$ cat src/common/cpu_pkg.sv
package cpu_pkg;

  localparam int data_size = 32;
  localparam int mem_size  = 10;
  localparam int addr_size = 5;
  // data memory depth in words, as an address width
  localparam int dmem_size = 8;

  // major opcode, instr[30:25]
  typedef enum logic [5:0] {
    type_basic = 6'b100000,
    addi       = 6'b101000,
    ori        = 6'b101100,
    xori       = 6'b101011,
    lwi        = 6'b000010,
    swi        = 6'b001010,
    movi       = 6'b100010,
    type_ls    = 6'b011100
  } opcode_e;

  // basic type sub opcode, instr[4:0]
  typedef enum logic [4:0] {
    op_add   = 5'b00000,
    op_sub   = 5'b00001,
    op_and   = 5'b00010,
    op_xor   = 5'b00011,
    op_or    = 5'b00100,
    op_slli  = 5'b01000,
    op_srli  = 5'b01001,
    op_rotri = 5'b01011
  } sub_op_e;

  // load/store type sub opcode, instr[7:0]
  typedef enum logic [7:0] {
    ls_lw = 8'b00000010,
    ls_sw = 8'b00001010
  } ls_op_e;

  typedef enum logic [1:0] {
    stop_state  = 2'b00,
    fetch_state = 2'b01,
    exe_state   = 2'b10,
    write_state = 2'b11
  } state_e;

  typedef enum logic [1:0] {
    imm5_ze  = 2'b00,
    imm15_se = 2'b01,
    imm15_ze = 2'b10,
    imm20_se = 2'b11
  } imm_sel_e;

  typedef struct packed {
    opcode_e                opcode;
    sub_op_e                sub_op5;
    ls_op_e                 sub_op8;
    logic [1:0]             sv;
    logic [4:0]             imm5;
    logic [14:0]            imm15;
    logic [19:0]            imm20;
    logic [addr_size-1:0]   read_address1;
    logic [addr_size-1:0]   read_address2;
    logic [addr_size-1:0]   write_address;
  } fields_t;

  typedef struct packed {
    logic     reg_read;
    logic     alu_execute;
    logic     reg_write;
    logic     dm_enable;
    logic     dm_write;
    imm_sel_e imm_sel;
    logic     use_imm;
    logic     wb_from_mem;
  } ctrl_t;

  typedef struct packed {
    logic [mem_size-1:0]  pc;
    logic                 reg_write;
    logic [addr_size-1:0] write_address;
    logic [data_size-1:0] write_data;
    logic                 store;
    logic [dmem_size-1:0] store_address;
    logic [data_size-1:0] store_data;
  } commit_t;

endpackage

$ cat src/datapath/register_file.sv
`timescale 1ns/100ps

module register_file (
  input  logic                          clock,
  input  logic                          reset,
  input  cpu_pkg::fields_t              fields,
  input  cpu_pkg::ctrl_t                ctrl,
  input  logic [cpu_pkg::data_size-1:0] write_data,
  output logic [cpu_pkg::data_size-1:0] read_data1,
  output logic [cpu_pkg::data_size-1:0] read_data2
);
  import cpu_pkg::*;

  logic [data_size-1:0] regs [2**addr_size];

  always_ff @(posedge clock) begin
    if (reset) begin
      for (int i = 0; i < 2**addr_size; i++) begin
        regs[i] <= '0;
      end
    end else if (ctrl.reg_write) begin
      regs[fields.write_address] <= write_data;
    end
  end

  // both reads see the current contents, no bypass
  assign read_data1 = regs[fields.read_address1];
  assign read_data2 = regs[fields.read_address2];

endmodule

$ cat config.mk
export PLATFORM = sky130hd
export DESIGN_NAME = register_file
export DESIGN_NICKNAME = d
export VERILOG_FILES = /design/src/common/cpu_pkg.sv /design/src/datapath/register_file.sv
export SDC_FILE = /design/constraint.sdc
export NUM_CORES = 2
export LEC_CHECK = 0
export BUFFER_PORTS_ARGS = -buffer_cell sky130_fd_sc_hd__buf_2
export CAP_MARGIN = 20
export CORE_ASPECT_RATIO = 1.1
export CORE_MARGIN = 4
export CORE_UTILIZATION = 57
export CTS_CLUSTER_DIAMETER = 40
export DETAILED_ROUTE_END_ITERATION = 16
export PLACE_DENSITY = 0.81
export SLEW_MARGIN = 20
export SYNTH_ARGS = -nofsm -noshare
export SYNTH_HDL_FRONTEND = slang
export SYNTH_SLANG_ARGS = --single-unit
$ cat constraint.sdc
create_clock -name clock -period 4.4 [get_ports clock]
set_input_delay 0.22 -clock clock [delete_from_list [all_inputs] [get_ports clock]]
set_output_delay 0.22 -clock clock [all_outputs]
set_load 0.05 [all_outputs]
Yosys cells after proc, flatten, opt, wreduce, memory -nomap -nowiden --
Memory sizes are Yosys's and may differ from the RTL's. Index checks and enable logic that the tools add are counted.
Word-level totals: bits in registers 0, bits in writable memories 1024, input bits 119, output and inout port bits 64, logic and storage cells 10, memories 1
Memory list:
- regs | depth 32, bits a word 32, rd ports 2, clocked after Yosys merged registers in 0, wr ports 32, line register_file.sv:14 | logic [data_size-1:0] regs [2**addr_size];
Cells by class: mux-type cells 8, reduce and logical (&&, ||, !) cells 1
Operators with widths (number):
- $mux 32 | 1
- $reduce_or 32->1 | 1
- $mux 1 | 6
- $mux 5 | 1

Logic depth before layout (Yosys ltp) --
word-level depth 5, mapped depth 8, mapped depth without buffers 5

Worst setup path after synthesis --
No wires, ideal clock.
kind input to register, start point input port reset, end point memory regs[12][0], enable pin, setup time 0.375 ns, data arrival time 1.497 ns, required time 4.025 ns, slack 2.528 ns, stages 5, path through nand2b_1 -> or3_1 -> buf_6 -> nor2_8 -> or2_2
RTL lines:
- start, declared | line register_file.sv:5 | input logic reset,
- end, declared | line register_file.sv:14

Worst setup path in the final report --
start point input port fields[11] (netlist bit), end point output port read_data1[7] (netlist bit)
Between the ends: word-level cells in the longest chain between the ends 1
Ends and longest elaborated chain:
- start, declared | line register_file.sv:6 | input cpu_pkg::fields_t fields,
- $mem_v2 32x32
- end, declared | line register_file.sv:9 | output logic [cpu_pkg::data_size-1:0] read_data1,
Every way passes these cells.

==> results_dict.tcl <==
set metrics [dict create \
    post-cts-setup-buffers 0 \
    path_clk_slew_ns 0.06 \
    final_antenna_net_count 0 \
    synth.distinct_cells 31 \
    path_common_cell "buf_4" \
    postSynthAreaPerCell_sq_um 12.2 \
    p_total_uw 24600 \
    min_path_type "in -> reg" \
    cpPeakStageDelay_ns 0.48 \
    p_per_area_mw_per_mm2 396 \
    critPathSlowestCell "buf_8" \
    post-place-cells 5728 \
    dpl.hpwl_um 102000 \
    post_layout_nonfiller_instances 5963 \
    die_w_um 308 \
    rsz0062_at_grt "false" \
    htreeDepth 3 \
    finalMaxSlewViolations 0 \
    cp-start-kind "primary input" \
    layout_worst_path_cycle_share_pct 66.8 \
    cts_resized 0 \
    period_needed_ns 2.94 \
    antenna_found_initial 4 \
    path_class "in -> out" \
    netlist_area_sq_mm 0.0565 \
    syn_to_final_growth_pct 9.89 \
    required_ns 4.18 \
    maxSlewHeadroom_pct 23.1 \
    rows 120 \
    hold_viol 0 \
    cp_max_fo 58 \
    ctsRootBufferMaster "clkbuf_16" \
    cp.arrival_ns 2.72 \
    worstPathCellList "buf_8 > buf_4 > buf_4 > mux2i_1 > a22oi_1 > a31oi_1 > nand3_1 > buf_2" \
    grt_pass1_vias 40187 \
    setup_violations 0 \
    leakage_uw 0.0245 \
    synth_flop_cell "edfxtp_1" \
    top_regs "regs x1024" \
    cts_made_buffers 121 \
    clk_path_buf_depth 3 \
    cts_sinks 1024 \
    ir_drop_mv 0.338 \
    cts_hold_buffers 0 \
    ys_seq_area_share_pct 54.5 \
    place.gp.congestion 0.873 \
    largest_reg_flops 1024 \
    hp-start "write_data[23]" \
    wl_per_cell_um 29.4 \
    initial_core_util_pct 57.7 \
    ys_warn_count 0 \
    syn-num-nets 4759 \
    numPortBuffers 113 \
    via_count 40172 \
    drt_iter0_drc 5328 \
    synth_edf_count 1024 \
    vias_per_cell 6.74 \
    io_pins 183 \
    netlist_instances 4640 \
    end_kind "output pin" \
    wl_um 176000 \
    worst_pin_slew_ns 1.15 \
    setup_tns_ns 0 \
    layout.nets 4690 \
    grt_overflow 0 \
    ys_ff_latch 1024 \
    max-cap-violations 0 \
    cts_tree "yes" \
    nFillCells 7036 \
    fmax_mhz 340 \
    path_delay_family "buffers and inverters" \
    grt_usage_pct 32.7 \
    post_dp_cell_area_sq_mm 0.0580 \
    regMostFlops "regs" \
    hold_ws_ns 0.109 \
    drc 0 \
    critPathLaunch "fields[11]" \
    grt_first_pass_wirelength_um 253000 \
    crit_buf_inv 4 \
    die_h_um 338 \
    core_area_sq_mm 0.0979 \
    die_area_sq_mm 0.104 \
    grt_max_degree 77 \
    synth-async-reset-ratio_pct 0 \
    drt_first_pass_iters 6 \
    fin_area_sq_mm 0.0621 \
    drive_gt1_share_pct 11.3 \
    outcome "complete, no violations" \
]
[cells in the final DEF (no fill, tap or decap), drive strengths merged, types with 9 or more instances in the layout]
cell type  count
a21oi        192
a22o         128
a22oi        192
a31oi         64
and2        1026
buf          256
bufinv        13
clkbuf       150
clkinv        43
clkinvlp       9
diode         10
edfxtp      1024
inv            9
mux2i       1024
nand2        196
nand3        194
nor2          36
nor3          64
or2           34
[routing by layer]
metal	routed length, um	GRT usage [%]	vias up
met4	11600	20.5	0
li1	-	-	16877
met3	21800	7.52	706
met1	62200	41.4	19585
met5	0	0	-
met2	80000	51.1	3004
[cell usage after synthesis, types with 2 or more instances]
master / count / area (sq um)
or3b_4: 2 / 22.5
a21oi_1: 192 / 961
clkbuf_1: 189 / 709
and2_1: 1026 / 6420
nor2_4: 10 / 113
clkbuf_2: 66 / 330
edfxtp_1: 1024 / 30700
mux2i_1: 1024 / 10200
clkbuf_4: 4 / 30.0
buf_2: 50 / 250
nor2b_1: 4 / 25.0
nor3_1: 64 / 320
nand2_1: 195 / 732
or2_2: 34 / 213
a22oi_1: 192 / 1440
nand3_1: 193 / 966
buf_1: 20 / 75.1
buf_4: 76 / 571
nand3b_1: 3 / 22.5
a31oi_1: 64 / 400
a22o_1: 128 / 1120
nor2_1: 22 / 82.6
nor2_8: 4 / 80.1
buf_6: 43 / 484
nand2b_1: 5 / 31.3
[cell type report]
type	count	area (sq um)	share of cell area [%]
Antenna cell	10	25.0	0.0403
Clock buffer	150	3240	5.23
Clock inverter	74	771	1.24
Tap cell	1281	1600	2.58
Timing Repair Buffer	256	2220	3.58
Sequential cell	1024	30700	49.6
Multi-Input combinational cell	3168	23400	37.8
[power by group]
part           switching, uW  internal [uW]
logic                   2060            956
clock network           4010           5990
registers                288          11300
[stage by stage]
step / setup slack, ns / util, %
after floorplan: 2.53 / -
after global placement: 1.14 / 59.2
after detailed placement: 1.11 / 59.2
after CTS: 1.48 / 63.3
after global routing: 1.46 / 63.4
final: 1.46 / 63.4
[path summary, 6_finish.rpt]
path	end	slack, ns	depth (start not counted)
worst max-delay path	read_data1[7]	1.46	8
worst min-delay path	regs[21][23]$_SDFFCE_PN0P_	0.11	2
[kinds of logic after synthesis]
| family | synth area share, % |
|---|---|
| simple gates | 16.1 |
| mux | 18.2 |
| flops | 54.5 |
| compound gates | 6.95 |
| buf+inv | 4.34 |
No activity file was read; power rests on OpenSTA's default activity.
