File: config.mk
export PLATFORM = sky130hd
export DESIGN_NAME = ir_controller
export DESIGN_NICKNAME = d
export VERILOG_FILES = /design/src/common/cpu_pkg.sv /design/src/controller/ir_controller.sv
export SDC_FILE = /design/constraint.sdc
export NUM_CORES = 1
export LEC_CHECK = 0
export BUFFER_PORTS_ARGS = -buffer_cell sky130_fd_sc_hd__buf_2
export CAP_MARGIN = 10
export CORE_MARGIN = 1.5
export CORE_UTILIZATION = 38
export CTS_BUF_LIST = sky130_fd_sc_hd__clkbuf_4
export DETAILED_ROUTE_END_ITERATION = 8
export GPL_TIMING_DRIVEN = 1
export PLACE_DENSITY = 0.79
export SKIP_LAST_GASP = 1
export SLEW_MARGIN = 20
export SYNTH_ARGS = -nofsm -noshare
export SYNTH_HDL_FRONTEND = slang
export SYNTH_SLANG_ARGS = --single-unit
File: constraint.sdc
create_clock -name clock -period 1.9 [get_ports clock]
set_clock_uncertainty 0.2 [all_clocks]
set_input_delay 0.095 -clock clock [delete_from_list [all_inputs] [get_ports clock]]
set_output_delay 0.095 -clock clock [all_outputs]
set_load 0.03 [all_outputs]
File: src/common/cpu_pkg.sv
package cpu_pkg;

  localparam int data_size = 32;
  localparam int mem_size  = 10;
  localparam int addr_size = 5;
  // data memory depth in words, as an address width
  localparam int dmem_size = 8;

  // major opcode, instr[30:25]
  typedef enum logic [5:0] {
    type_basic = 6'b100000,
    addi       = 6'b101000,
    ori        = 6'b101100,
    xori       = 6'b101011,
    lwi        = 6'b000010,
    swi        = 6'b001010,
    movi       = 6'b100010,
    type_ls    = 6'b011100
  } opcode_e;

  // basic type sub opcode, instr[4:0]
  typedef enum logic [4:0] {
    op_add   = 5'b00000,
    op_sub   = 5'b00001,
    op_and   = 5'b00010,
    op_xor   = 5'b00011,
    op_or    = 5'b00100,
    op_slli  = 5'b01000,
    op_srli  = 5'b01001,
    op_rotri = 5'b01011
  } sub_op_e;

  // load/store type sub opcode, instr[7:0]
  typedef enum logic [7:0] {
    ls_lw = 8'b00000010,
    ls_sw = 8'b00001010
  } ls_op_e;

  typedef enum logic [1:0] {
    stop_state  = 2'b00,
    fetch_state = 2'b01,
    exe_state   = 2'b10,
    write_state = 2'b11
  } state_e;

  typedef enum logic [1:0] {
    imm5_ze  = 2'b00,
    imm15_se = 2'b01,
    imm15_ze = 2'b10,
    imm20_se = 2'b11
  } imm_sel_e;

  typedef struct packed {
    opcode_e                opcode;
    sub_op_e                sub_op5;
    ls_op_e                 sub_op8;
    logic [1:0]             sv;
    logic [4:0]             imm5;
    logic [14:0]            imm15;
    logic [19:0]            imm20;
    logic [addr_size-1:0]   read_address1;
    logic [addr_size-1:0]   read_address2;
    logic [addr_size-1:0]   write_address;
  } fields_t;

  typedef struct packed {
    logic     reg_read;
    logic     alu_execute;
    logic     reg_write;
    logic     dm_enable;
    logic     dm_write;
    imm_sel_e imm_sel;
    logic     use_imm;
    logic     wb_from_mem;
  } ctrl_t;

  typedef struct packed {
    logic [mem_size-1:0]  pc;
    logic                 reg_write;
    logic [addr_size-1:0] write_address;
    logic [data_size-1:0] write_data;
    logic                 store;
    logic [dmem_size-1:0] store_address;
    logic [data_size-1:0] store_data;
  } commit_t;

endpackage

File: src/controller/ir_controller.sv
`timescale 1ns/100ps

module ir_controller (
  input  logic                         clock,
  input  logic                         reset,
  input  logic                         run,
  input  logic [cpu_pkg::mem_size-1:0] pc,
  input  logic [cpu_pkg::data_size-1:0] instr,
  output cpu_pkg::fields_t             fields,
  output cpu_pkg::ctrl_t               ctrl,
  output logic                         pc_advance,
  output logic                         commit_valid,
  output logic [cpu_pkg::mem_size-1:0] commit_pc
);
  import cpu_pkg::*;

  state_e               state;
  state_e               next_state;
  logic [data_size-1:0] ir;
  logic [mem_size-1:0]  ir_pc;
  logic                 is_nop;
  logic                 is_store;
  logic                 is_load;
  logic                 is_shift;

  // sequencer
  always_ff @(posedge clock) begin
    if (reset) begin
      state <= stop_state;
    end else begin
      state <= next_state;
    end
  end

  always_comb begin
    case (state)
      stop_state:  next_state = run ? fetch_state : stop_state;
      fetch_state: next_state = exe_state;
      exe_state:   next_state = write_state;
      default:     next_state = stop_state;
    endcase
  end

  // instruction register and its pc, taken at the end of fetch
  always_ff @(posedge clock) begin
    if (state == fetch_state) begin
      ir    <= instr;
      ir_pc <= pc;
    end
  end

  // field split
  always_comb begin
    fields.opcode        = opcode_e'(ir[30:25]);
    fields.sub_op5       = sub_op_e'(ir[4:0]);
    fields.sub_op8       = ls_op_e'(ir[7:0]);
    fields.sv            = ir[9:8];
    fields.imm5          = ir[14:10];
    fields.imm15         = ir[14:0];
    fields.imm20         = ir[19:0];
    fields.read_address1 = ir[19:15];
    fields.write_address = ir[24:20];
    // store data comes out of port 2, so stores read rt there
    fields.read_address2 = is_store ? ir[24:20] : ir[14:10];
  end

  assign is_nop   = fields.opcode == type_basic && fields.sub_op5 == op_srli &&
                    fields.imm5 == 5'd0;
  assign is_store = fields.opcode == swi ||
                    (fields.opcode == type_ls && fields.sub_op8 == ls_sw);
  assign is_load  = fields.opcode == lwi ||
                    (fields.opcode == type_ls && fields.sub_op8 == ls_lw);
  assign is_shift = fields.sub_op5 == op_srli || fields.sub_op5 == op_slli ||
                    fields.sub_op5 == op_rotri;

  always_comb begin
    ctrl             = '0;
    ctrl.imm_sel     = imm5_ze;
    ctrl.reg_read    = state == fetch_state;
    ctrl.alu_execute = state == exe_state;
    ctrl.wb_from_mem = is_load;

    if (state == write_state && !is_nop) begin
      if (is_store) begin
        ctrl.dm_enable = 1'b1;
        ctrl.dm_write  = 1'b1;
      end else begin
        ctrl.reg_write = 1'b1;
        ctrl.dm_enable = is_load;
      end
    end

    case (fields.opcode)
      type_basic: ctrl.use_imm = is_shift;
      addi: begin
        ctrl.imm_sel = imm15_se;
        ctrl.use_imm = 1'b1;
      end
      ori, xori, lwi, swi: begin
        ctrl.imm_sel = imm15_ze;
        ctrl.use_imm = 1'b1;
      end
      movi: begin
        ctrl.imm_sel = imm20_se;
        ctrl.use_imm = 1'b1;
      end
      default: ctrl.use_imm = 1'b0;
    endcase
  end

  assign pc_advance   = state == write_state;
  assign commit_valid = state == write_state;
  assign commit_pc    = ir_pc;

  // a register write and a store never share a commit
  assert property (@(posedge clock) disable iff (reset)
    !(ctrl.reg_write && ctrl.dm_write));

  // pc moves only on the edge that ends write
  assert property (@(posedge clock) disable iff (reset)
    !$stable(pc) |-> $past(state) == write_state);

  // read, execute and commit follow each other with no gap
  assert property (@(posedge clock) disable iff (reset)
    ctrl.reg_read |=> ctrl.alu_execute ##1 pc_advance);

endmodule

* Word-level counts from Yosys, hierarchy flattened *
Index checks and enable logic that the tools add are counted.

storage, ports and cells
  register bits = 43
  input port bits = 45
  output and inout port bits = 97
  word-level logic and storage cells = 42

operators by class
  equality and inequality tests = 16
  mux-type cells = 9
  reductions and logical operators = 14

operators with widths
  operator                                                         number
  6-bit == test, second input constant                             5
  5-bit by 4-bit == test with 1-bit output, second input constant  3
  2-bit case mux with 3 select lines                               2
  8-bit by 2-bit == test with 1-bit output, second input constant  1
  8-bit by 4-bit == test with 1-bit output, second input constant  1
  6-bit by 2-bit == test with 1-bit output, second input constant  1
  6-bit by 4-bit == test with 1-bit output, second input constant  1
  6-bit by 5-bit == test with 1-bit output, second input constant  1
  6-bit OR reduction                                               1
  1-bit logical AND                                                5
  5-bit zero test                                                  1
  5-bit 2-to-1 mux                                                 1
  2-bit == test, second input constant                             2
  1-bit logical OR                                                 4
  1-bit 2-to-1 mux                                                 4
  4-bit OR reduction                                               1
  3-bit 2-to-1 mux                                                 1
  2-bit by 1-bit == test with 1-bit output, second input constant  1
  2-bit zero test                                                  1
  1-bit case mux with 2 select lines                               1
  1-bit zero test                                                  1

* Depth between registers and ports, before layout *
Gate-level depths: netlist of run 1.

  depth in word-level cells = 6
  gate-level depth with buffers = 6
  depth with buffers taken out = 4

* Worst setup path after synthesis of run 1 *
No wires, ideal clock.

  kind = reg2out
  from = register ir[4]
  to = output port ctrl[4] (netlist name)
  data arrival time = 2.121 ns
  required time = 1.605 ns
  path slack = -0.516 ns
  cell stages (with the launch flop) = 6
  path buffers = 1
  cells stage by stage = edfxtp_1 -> or4_4 -> nor4_4 -> a2bb2o_4 -> buf_8 -> nor2b_1

RTL lines
  item                    line                 text
  start, declared         ir_controller.sv:19  logic [data_size-1:0] ir;
  start signal, assigned  ir_controller.sv:47  ir <= instr;
  end, declared           ir_controller.sv:10  output cpu_pkg::ctrl_t ctrl,

==> results of run 1 <==
per-layer routing:
| metal | part of all wire | track usage | vias up | wire length, um |
|---|---|---|---|---|
| met4 | 0.0045 | 0.0476 | 0 | 22 |
| li1 | - | - | 776 | - |
| met3 | 0.050 | 0.0450 | 2 | 246 |
| met1 | 0.36 | 0.182 | 729 | 1760 |
| met2 | 0.58 | 0.325 | 59 | 2850 |
| met5 | 0 | 0 | - | 0 |
cells by family (layout without fill, tap and decap cells):
logic type | after synthesis | count (layout) | synth area share
AO/OA/AOI/OAI | 10 | 10 | 0.0386
flip-flops | 43 | 43 | 0.633
adder cells (fa/ha/maj) | 4 | 4 | 0.0249
XOR/XNOR | 1 | 1 | 0.00436
AND/OR/NAND/NOR | 26 | 26 | 0.0872
multiplexers | 5 | 5 | 0.0374
buffers and inverters | 48 | 215 | 0.174
sequential cells by signal, summed over array words and instances, names as in the netlist:
name	flops
ir	31
state	2
commit_pc	10
power by group through the flow:
stage | clock, mW | sequential, mW | combinational (mW)
2_1_floorplan | 0 | 1.58 | 0.677
3_3_place_gp | 0 | 1.32 | 1.17
3_5_place_dp | 0 | 1.32 | 1.18
4_1_cts | 0.428 | 1.30 | 1.30
5_1_grt | 0.473 | 1.33 | 1.38
6_report | 0.419 | 1.31 | 1.30
critical path, delay by kind of cell, from the launching register on:
kind | cells | cell delay, ns
buffers and inverters | 1 | 0.18
AND/OR/NAND/NOR | 2 | 0.82
multiplexers | 1 | 0.30
AO/OA/AOI/OAI | 1 | 0.24
flip-flops | 1 | 0.41
layout make-up:
type                            instances  area share
Multi-Input combinational cell         46       0.139
Clock buffer                            6      0.0140
Timing Repair Buffer                  203       0.417
Clock inverter                          2     0.00234
Sequential cell                        43       0.396
Inverter                                4     0.00467
Tap cell                               70      0.0273
final timing paths:
check                               start        end  slack [ns]  cells after the start
worst max-delay path                ir[5]  fields[8]       -0.69                      5
worst min-delay path            instr[16]     ir[16]        0.26                      2
worst max register to register   state[0]   state[0]        0.20                      5
worst min register to register   state[0]   state[1]        0.52                      3
cell usage in the layout (no fill, tap or decap), drive strengths merged, types with 3 or more instances in the layout:
master	count
buf	160
clkbuf	6
dlygate4sd3	43
edfxtp	41
ha	4
inv	4
mux2	5
nand2	3
nand2b	4
nor2	3
nor2b	3
through the flow:
stage / instance area [um^2] / worst slack (ns) / hold WS (ns)
6_report: 3210 / -0.691 / 0.258
5_1_grt: 3210 / -0.782 / 0.227
4_1_cts: 3210 / -0.704 / 0.232
3_5_place_dp: 2620 / -0.328 / 0.0731
3_3_place_gp: 2620 / -0.293 / 0.0699
2_1_floorplan: 2030 / -0.389 / -0.0334
repair_timing:
| item | 4_1_cts | 5_1_grt |
|---|---|---|
| endpoints found under the setup margin | 12 | 12 |
| resized for setup | 25 | 1 |
| endpoints found under the hold margin | 43 | 0 |
| hold buffers | 43 | 0 |
| pin swaps | 4 | 1 |
| buffers inserted | 3 | 1 |
==> run summary, run 1 <==
Post-DP HPWL -> 3280 um
Initial Utilization -> 0.393
Peak VDD IR -> 0.577 mV
WL/cell -> 13.0 um
failing checks -> negative setup slack
worst-margin pin slew -> 0.287 ns
YS warnings -> 0
first-pass GRT wire length -> 7100 um
CP Launch Type -> flop
area of the core -> 5110 um^2
Reg clk slew, reported paths -> 0.11 ns
Routed Antenna Nets -> 0
total design power -> 3.02 mW
Die Width -> 75.7 um
CP Cell Sequence -> or4_4 -> nor4_4 -> a2bb2o_4 -> mux2_4 -> buf_2
Tmin final -> 2.59 ns
post-layout util -> 0.629
ys flop type -> edfxtp_1
H-Tree Depth -> 2
mapped cell area -> 2010 um^2
multi-input logic area -> 447 um^2
FFs w/ async S/R, synth -> 0
Synth Register Bits -> 43
Yosys top cell area share -> 0.613
status -> finished, violations left
Hold Crit Class -> in -> reg
Synth area leader -> edfxtp_1
Pleak -> 1.45 nW
CP max stage delay -> 0.56 ns
Crit Path Category -> reg -> out
Worst EP arrival -> 2.30 ns
CTS Root Cell -> clkbuf_4
I/O Buffers -> 140
Max stage delay cell, worst path -> or4_4
# setup viols final -> 12
share of cells above drive strength 1 -> 0.605
Yosys cell types -> 31
Synth Instances -> 137
total global routing overflow -> 0
I/O pin count -> 142
Max-cap violations -> 0
Worst-Skew Late Latency -> 0.34 ns
gp weighted congestion -> 0.758
CTS tree -> built
Clock Sink Count -> 43
non-filler cells in the finished layout -> 374
maximum clock path buffer count -> 2
kind of end point of the critical path -> primary output
Critical Path RT -> 1.60 ns
die height -> 75.7 um
placed cells -> 321
Slew headroom -> 0.809
RSZ-0062 raised after global routing -> true
combinational share of power -> 0.429
vias per std cell -> 4.19
number of flops mapped to enable cells by yosys -> 41
mean post-synth cell area -> 14.7 um^2
die footprint -> 5730 um^2
final wirelength -> 4880 um
Switch Pwr -> 1.21 mW
syn nets -> 186
Int Power -> 1.81 mW
DRC violation count after routing -> 0
sequential standard cell area -> 1270 um^2
sw frac -> 0.400
part of the Yosys area used for sequential elements -> 0.633
Site Rows -> 26
clock power share -> 0.139
TritonCTS buffer count -> 5
CP max FO -> 6
Hold Violations, Final -> 0
sequential power share -> 0.432
DR pass1 iterations -> 4
Max Clock Freq -> 0.386 GHz
Filler cells -> 393
most frequent cell after synthesis -> buf_4
Layout Nets -> 352
Vias -> 1566
Tcrit/Tclk final -> 1.36
Sum Neg Setup Slack -> -5.85 ns
most frequent cells after synthesis -> buf_4 (42), edfxtp_1 (41), mux2_4 (5)
Diodes inserted -> 0
initial antenna violation count -> 0
largest net degree at the start of global routing -> 24
number of global-route vias before repair -> 1553
total track usage -> 0.169
power density over cell area -> 941 nW/um^2
Area Growth Syn to Fin -> 59.9%
initial DRC count -> 32
max-slew violations -> 0
synth top area cells -> edfxtp_1 (61%), buf_4 (16%), mux2_4 (3.7%)
Setup WS post-layout -> -0.691 ns
No activity file was read; power rests on OpenSTA's default activity.
==> inputs of run 2 (changes only) <==
--- a/config.mk
+++ b/config.mk
@@ -5,6 +5,7 @@
 export SDC_FILE = /design/constraint.sdc
 export NUM_CORES = 1
 export LEC_CHECK = 0
+export ABC_AREA = 1
 export BUFFER_PORTS_ARGS = -buffer_cell sky130_fd_sc_hd__buf_2
 export CAP_MARGIN = 10
 export CORE_MARGIN = 1.5
==> run 2 against run 1 <==
The flow still finishes with violations (negative setup slack). Final cell count is 8.0% higher. Sequential share of layout area is 0.41 points lower. Wire length is 4.4% higher. Register-to-register slack better by 0.29 ns. Clock-buffer cell count stayed put. First-iteration DRC count is 69% higher. Utilization is 1.1 points higher. Combinational power is 16% lower. Critical endpoint is now fields[7]. Highest routed layer unchanged.
==> run summary, run 2 <==
CTS tree -> built
Yosys top cell area share -> 0.621 (+0.00774)
share of cells above drive strength 1 -> 0.572 (-0.0334)
YS warnings -> 0 (unchanged)
hold path endpoint -> ir[2]
worst-margin pin slew -> 0.341 ns (+0.0547 ns)
Worst EP arrival -> 1.72 ns (-0.58 ns)
Max Clock Freq -> 0.496 GHz (+29%)
commonest cells after routing, fill and taps aside -> buf_2 (130), dlygate4sd3_1 (43), edfxtp_1 (41), buf_4 (18), nand2_1 (17)
Worst Reg-to-Reg Cells -> 3 (-2)
Site Rows -> 26 (unchanged)
H-Tree Depth -> 2 (unchanged)
Die Width -> 75.2 um (-0.60%)
Max-cap violations -> 0 (unchanged)
mean post-synth cell area -> 11.7 um^2 (-20%)
die footprint -> 5660 um^2 (-1.2%)
Synth Instances -> 169 (+23%)
Setup WS post-layout -> -0.116 ns (+0.575 ns)
number of global-route vias before repair -> 1603 (+3.2%)
total track usage -> 0.175 (+0.00531)
CP max FO -> 6 (unchanged)
CTS Root Cell -> clkbuf_4
Post-DP HPWL -> 3050 um (-7.1%)
mapped cell area -> 1980 um^2 (-1.2%)
Vias -> 1727 (+10%)
# setup viols final -> 10 (-2)
Yosys cell types -> 16 (-48%)
FFs w/ async S/R, synth -> 0 (unchanged)
DR pass1 iterations -> 2 (-2)
Critical Path RT -> 1.60 ns (about the same)
maximum clock path buffer count -> 2 (unchanged)
status -> finished, violations left
min-delay src -> instr[2]
RSZ-0062 raised after global routing -> true
Tmin final -> 2.02 ns (-0.575 ns)
Peak VDD IR -> 0.480 mV (-17%)
I/O Buffers -> 140 (unchanged)
Worst-Skew Late Latency -> 0.33 ns (about the same)
Diodes inserted -> 0 (unchanged)
Tcrit/Tclk final -> 1.06 (-0.303)
final wirelength -> 5090 um (+4.4%)
Reg clk slew, reported paths -> 0.13 ns (+0.02 ns)
die height -> 75.2 um (-0.60%)
syn nets -> 218 (+17%)
CP Launch Type -> flop
number of flops mapped to enable cells by yosys -> 41 (unchanged)
Worst Hold Depth -> 2 (unchanged)
first-pass GRT wire length -> 7160 um (+0.77%)
kind of end point of the critical path -> primary output
max FFs per register -> 31 (unchanged)
most frequent cells after synthesis -> buf_4 (42), edfxtp_1 (41), nand2_1 (23), nor2_1 (19), inv_1 (15)
most frequent cell after synthesis -> buf_4
vias per std cell -> 4.27 (+2.1%)
Hold Crit Class -> in -> reg
Initial Utilization -> 0.391 (-0.00241)
final instance area -> 3250 um^2 (+1.1%)
Synth Register Bits -> 43 (unchanged)
DRC violation count after routing -> 0 (unchanged)
non-filler cells in the finished layout -> 404 (+8.0%)
FF-to-FF Start -> state[1]
synth top area cells -> edfxtp_1 (62%), buf_4 (16%), nand2_1 (4.4%)
Biggest register -> ir
ys flop type -> edfxtp_1
initial antenna violation count -> 0 (unchanged)
Slew headroom -> 0.771 (-0.0382)
max-slew violations -> 0 (unchanged)
Clock Sink Count -> 43 (unchanged)
Crit Path Category -> reg -> out
post-layout util -> 0.640 (+0.0107)
most common cell after layout, fill and taps aside -> buf_2
placed cells -> 337 (+5.0%)
Area Growth Syn to Fin -> 63.7%
power density over cell area -> 863 nW/um^2 (-8.2%)
I/O pin count -> 142 (unchanged)
WL/cell -> 12.6 um (-3.4%)
worst reg2reg setup slack -> 0.49 ns (+0.29 ns)
Placed Area -> 2470 um^2 (-5.6%)
total global routing overflow -> 0 (unchanged)
part of the Yosys area used for sequential elements -> 0.641 (+0.00799)
failing checks -> negative setup slack
Routed Antenna Nets -> 0 (unchanged)
area of the core -> 5070 um^2 (-0.64%)
Pleak -> 1.52 nW (+4.3%)
TritonCTS buffer count -> 5 (unchanged)
Synth area leader -> edfxtp_1
gp weighted congestion -> 0.817 (+7.7%)
Layout Nets -> 382 (+8.5%)
reg2reg end -> ir[10]
initial DRC count -> 54 (+69%)
Hold Violations, Final -> 0 (unchanged)
largest net degree at the start of global routing -> 43 (+79%)
==> run 2: cell types whose count changed after synthesis, moves of 3 or more <==
cell / previous run / this run
nand2b_1: 4 / 0
nand2_1: 3 / 23
nor2_2: 0 / 3
nor2_1: 3 / 19
inv_1: 4 / 15
nand3_1: 2 / 9
mux2_4: 5 / 0
nor2b_1: 3 / 0
==> run 2: worst max-delay path by stage <==
stage                     end  slack, ns  cells past startpoint  startpoint
finish              fields[7]      -0.12                      8      ir[25]
global route        fields[8]      -0.25                      8      ir[26]
CTS                 fields[6]      -0.13                      7      ir[25]
floorplan           fields[7]      -0.14                      8       ir[1]
detailed placement    ctrl[4]       0.11                      8       ir[0]
global placement      ctrl[4]       0.15                      8       ir[0]
==> run 2: per-layer routing <==
layer	GRT usage	wire, um	vias up
li1	-	-	843
met1	0.191	1910	797
met2	0.317	2770	83
met3	0.0576	381	4
met4	0.0615	34	0
met5	0	0	-
==> run 2: report_power, final <==
| group | internal, mW | switching [mW] | leakage, nW | total [mW] |
|---|---|---|---|---|
| clock | 0.158 | 0.288 | 0.0317 | 0.445 |
| sequential | 1.19 | 0.0769 | 0.397 | 1.27 |
| combinational | 0.358 | 0.732 | 1.09 | 1.09 |
==> run 2: kinds of logic after synthesis <==
logic type | count (synthesis) | share of synthesized area
compound gates | 6 | 0.0164
fa+ha+maj | 4 | 0.0252
buf+inv | 58 | 0.193
flops | 43 | 0.641
simple gates | 58 | 0.124
==> run 2: through the flow <==
| stage | power, mW | setup TNS, ns | setup WS (ns) | hold slack (ns) |
|---|---|---|---|---|
| after floorplan | 2.03 | -0.428 | -0.143 | -0.0338 |
| after global placement | 2.19 | 0 | 0.154 | 0.0715 |
| after detailed placement | 2.20 | 0 | 0.114 | 0.0731 |
| after CTS | 2.76 | -1.02 | -0.129 | 0.232 |
| after global routing | 2.96 | -2.18 | -0.248 | 0.234 |
| final | 2.80 | -0.927 | -0.116 | 0.254 |
==> run 2: final cells by class <==
class,instances,area [um^2]
Fill cell,389,1830
Tap cell,70,87.6
Inverter,15,56.3
Sequential cell,43,1270
Clock inverter,2,12.5
Multi-Input combinational cell,69,458
Clock buffer,6,45.0
Timing Repair Buffer,199,1320
==> run 2: critical path: stages (launching register included) <==
cell and delay, ns:
edfxtp_1 0.50, nor2_4 0.15, nand2_2 0.09, nor2_4 0.16, nand2_4 0.10, nand2_8 0.09, nand2_1 0.05, o21ai_1 0.07
buf_4 0.17
==> run 2: repair_timing <==
item                                    CTS  global route
hold buffers                             43             0
cloned                                    1             0
pin swaps                                 5            11
hold endpoints to repair                 43             0
buffers inserted                         10             5
resized for setup                        17            38
endpoints found under the setup margin    9            12
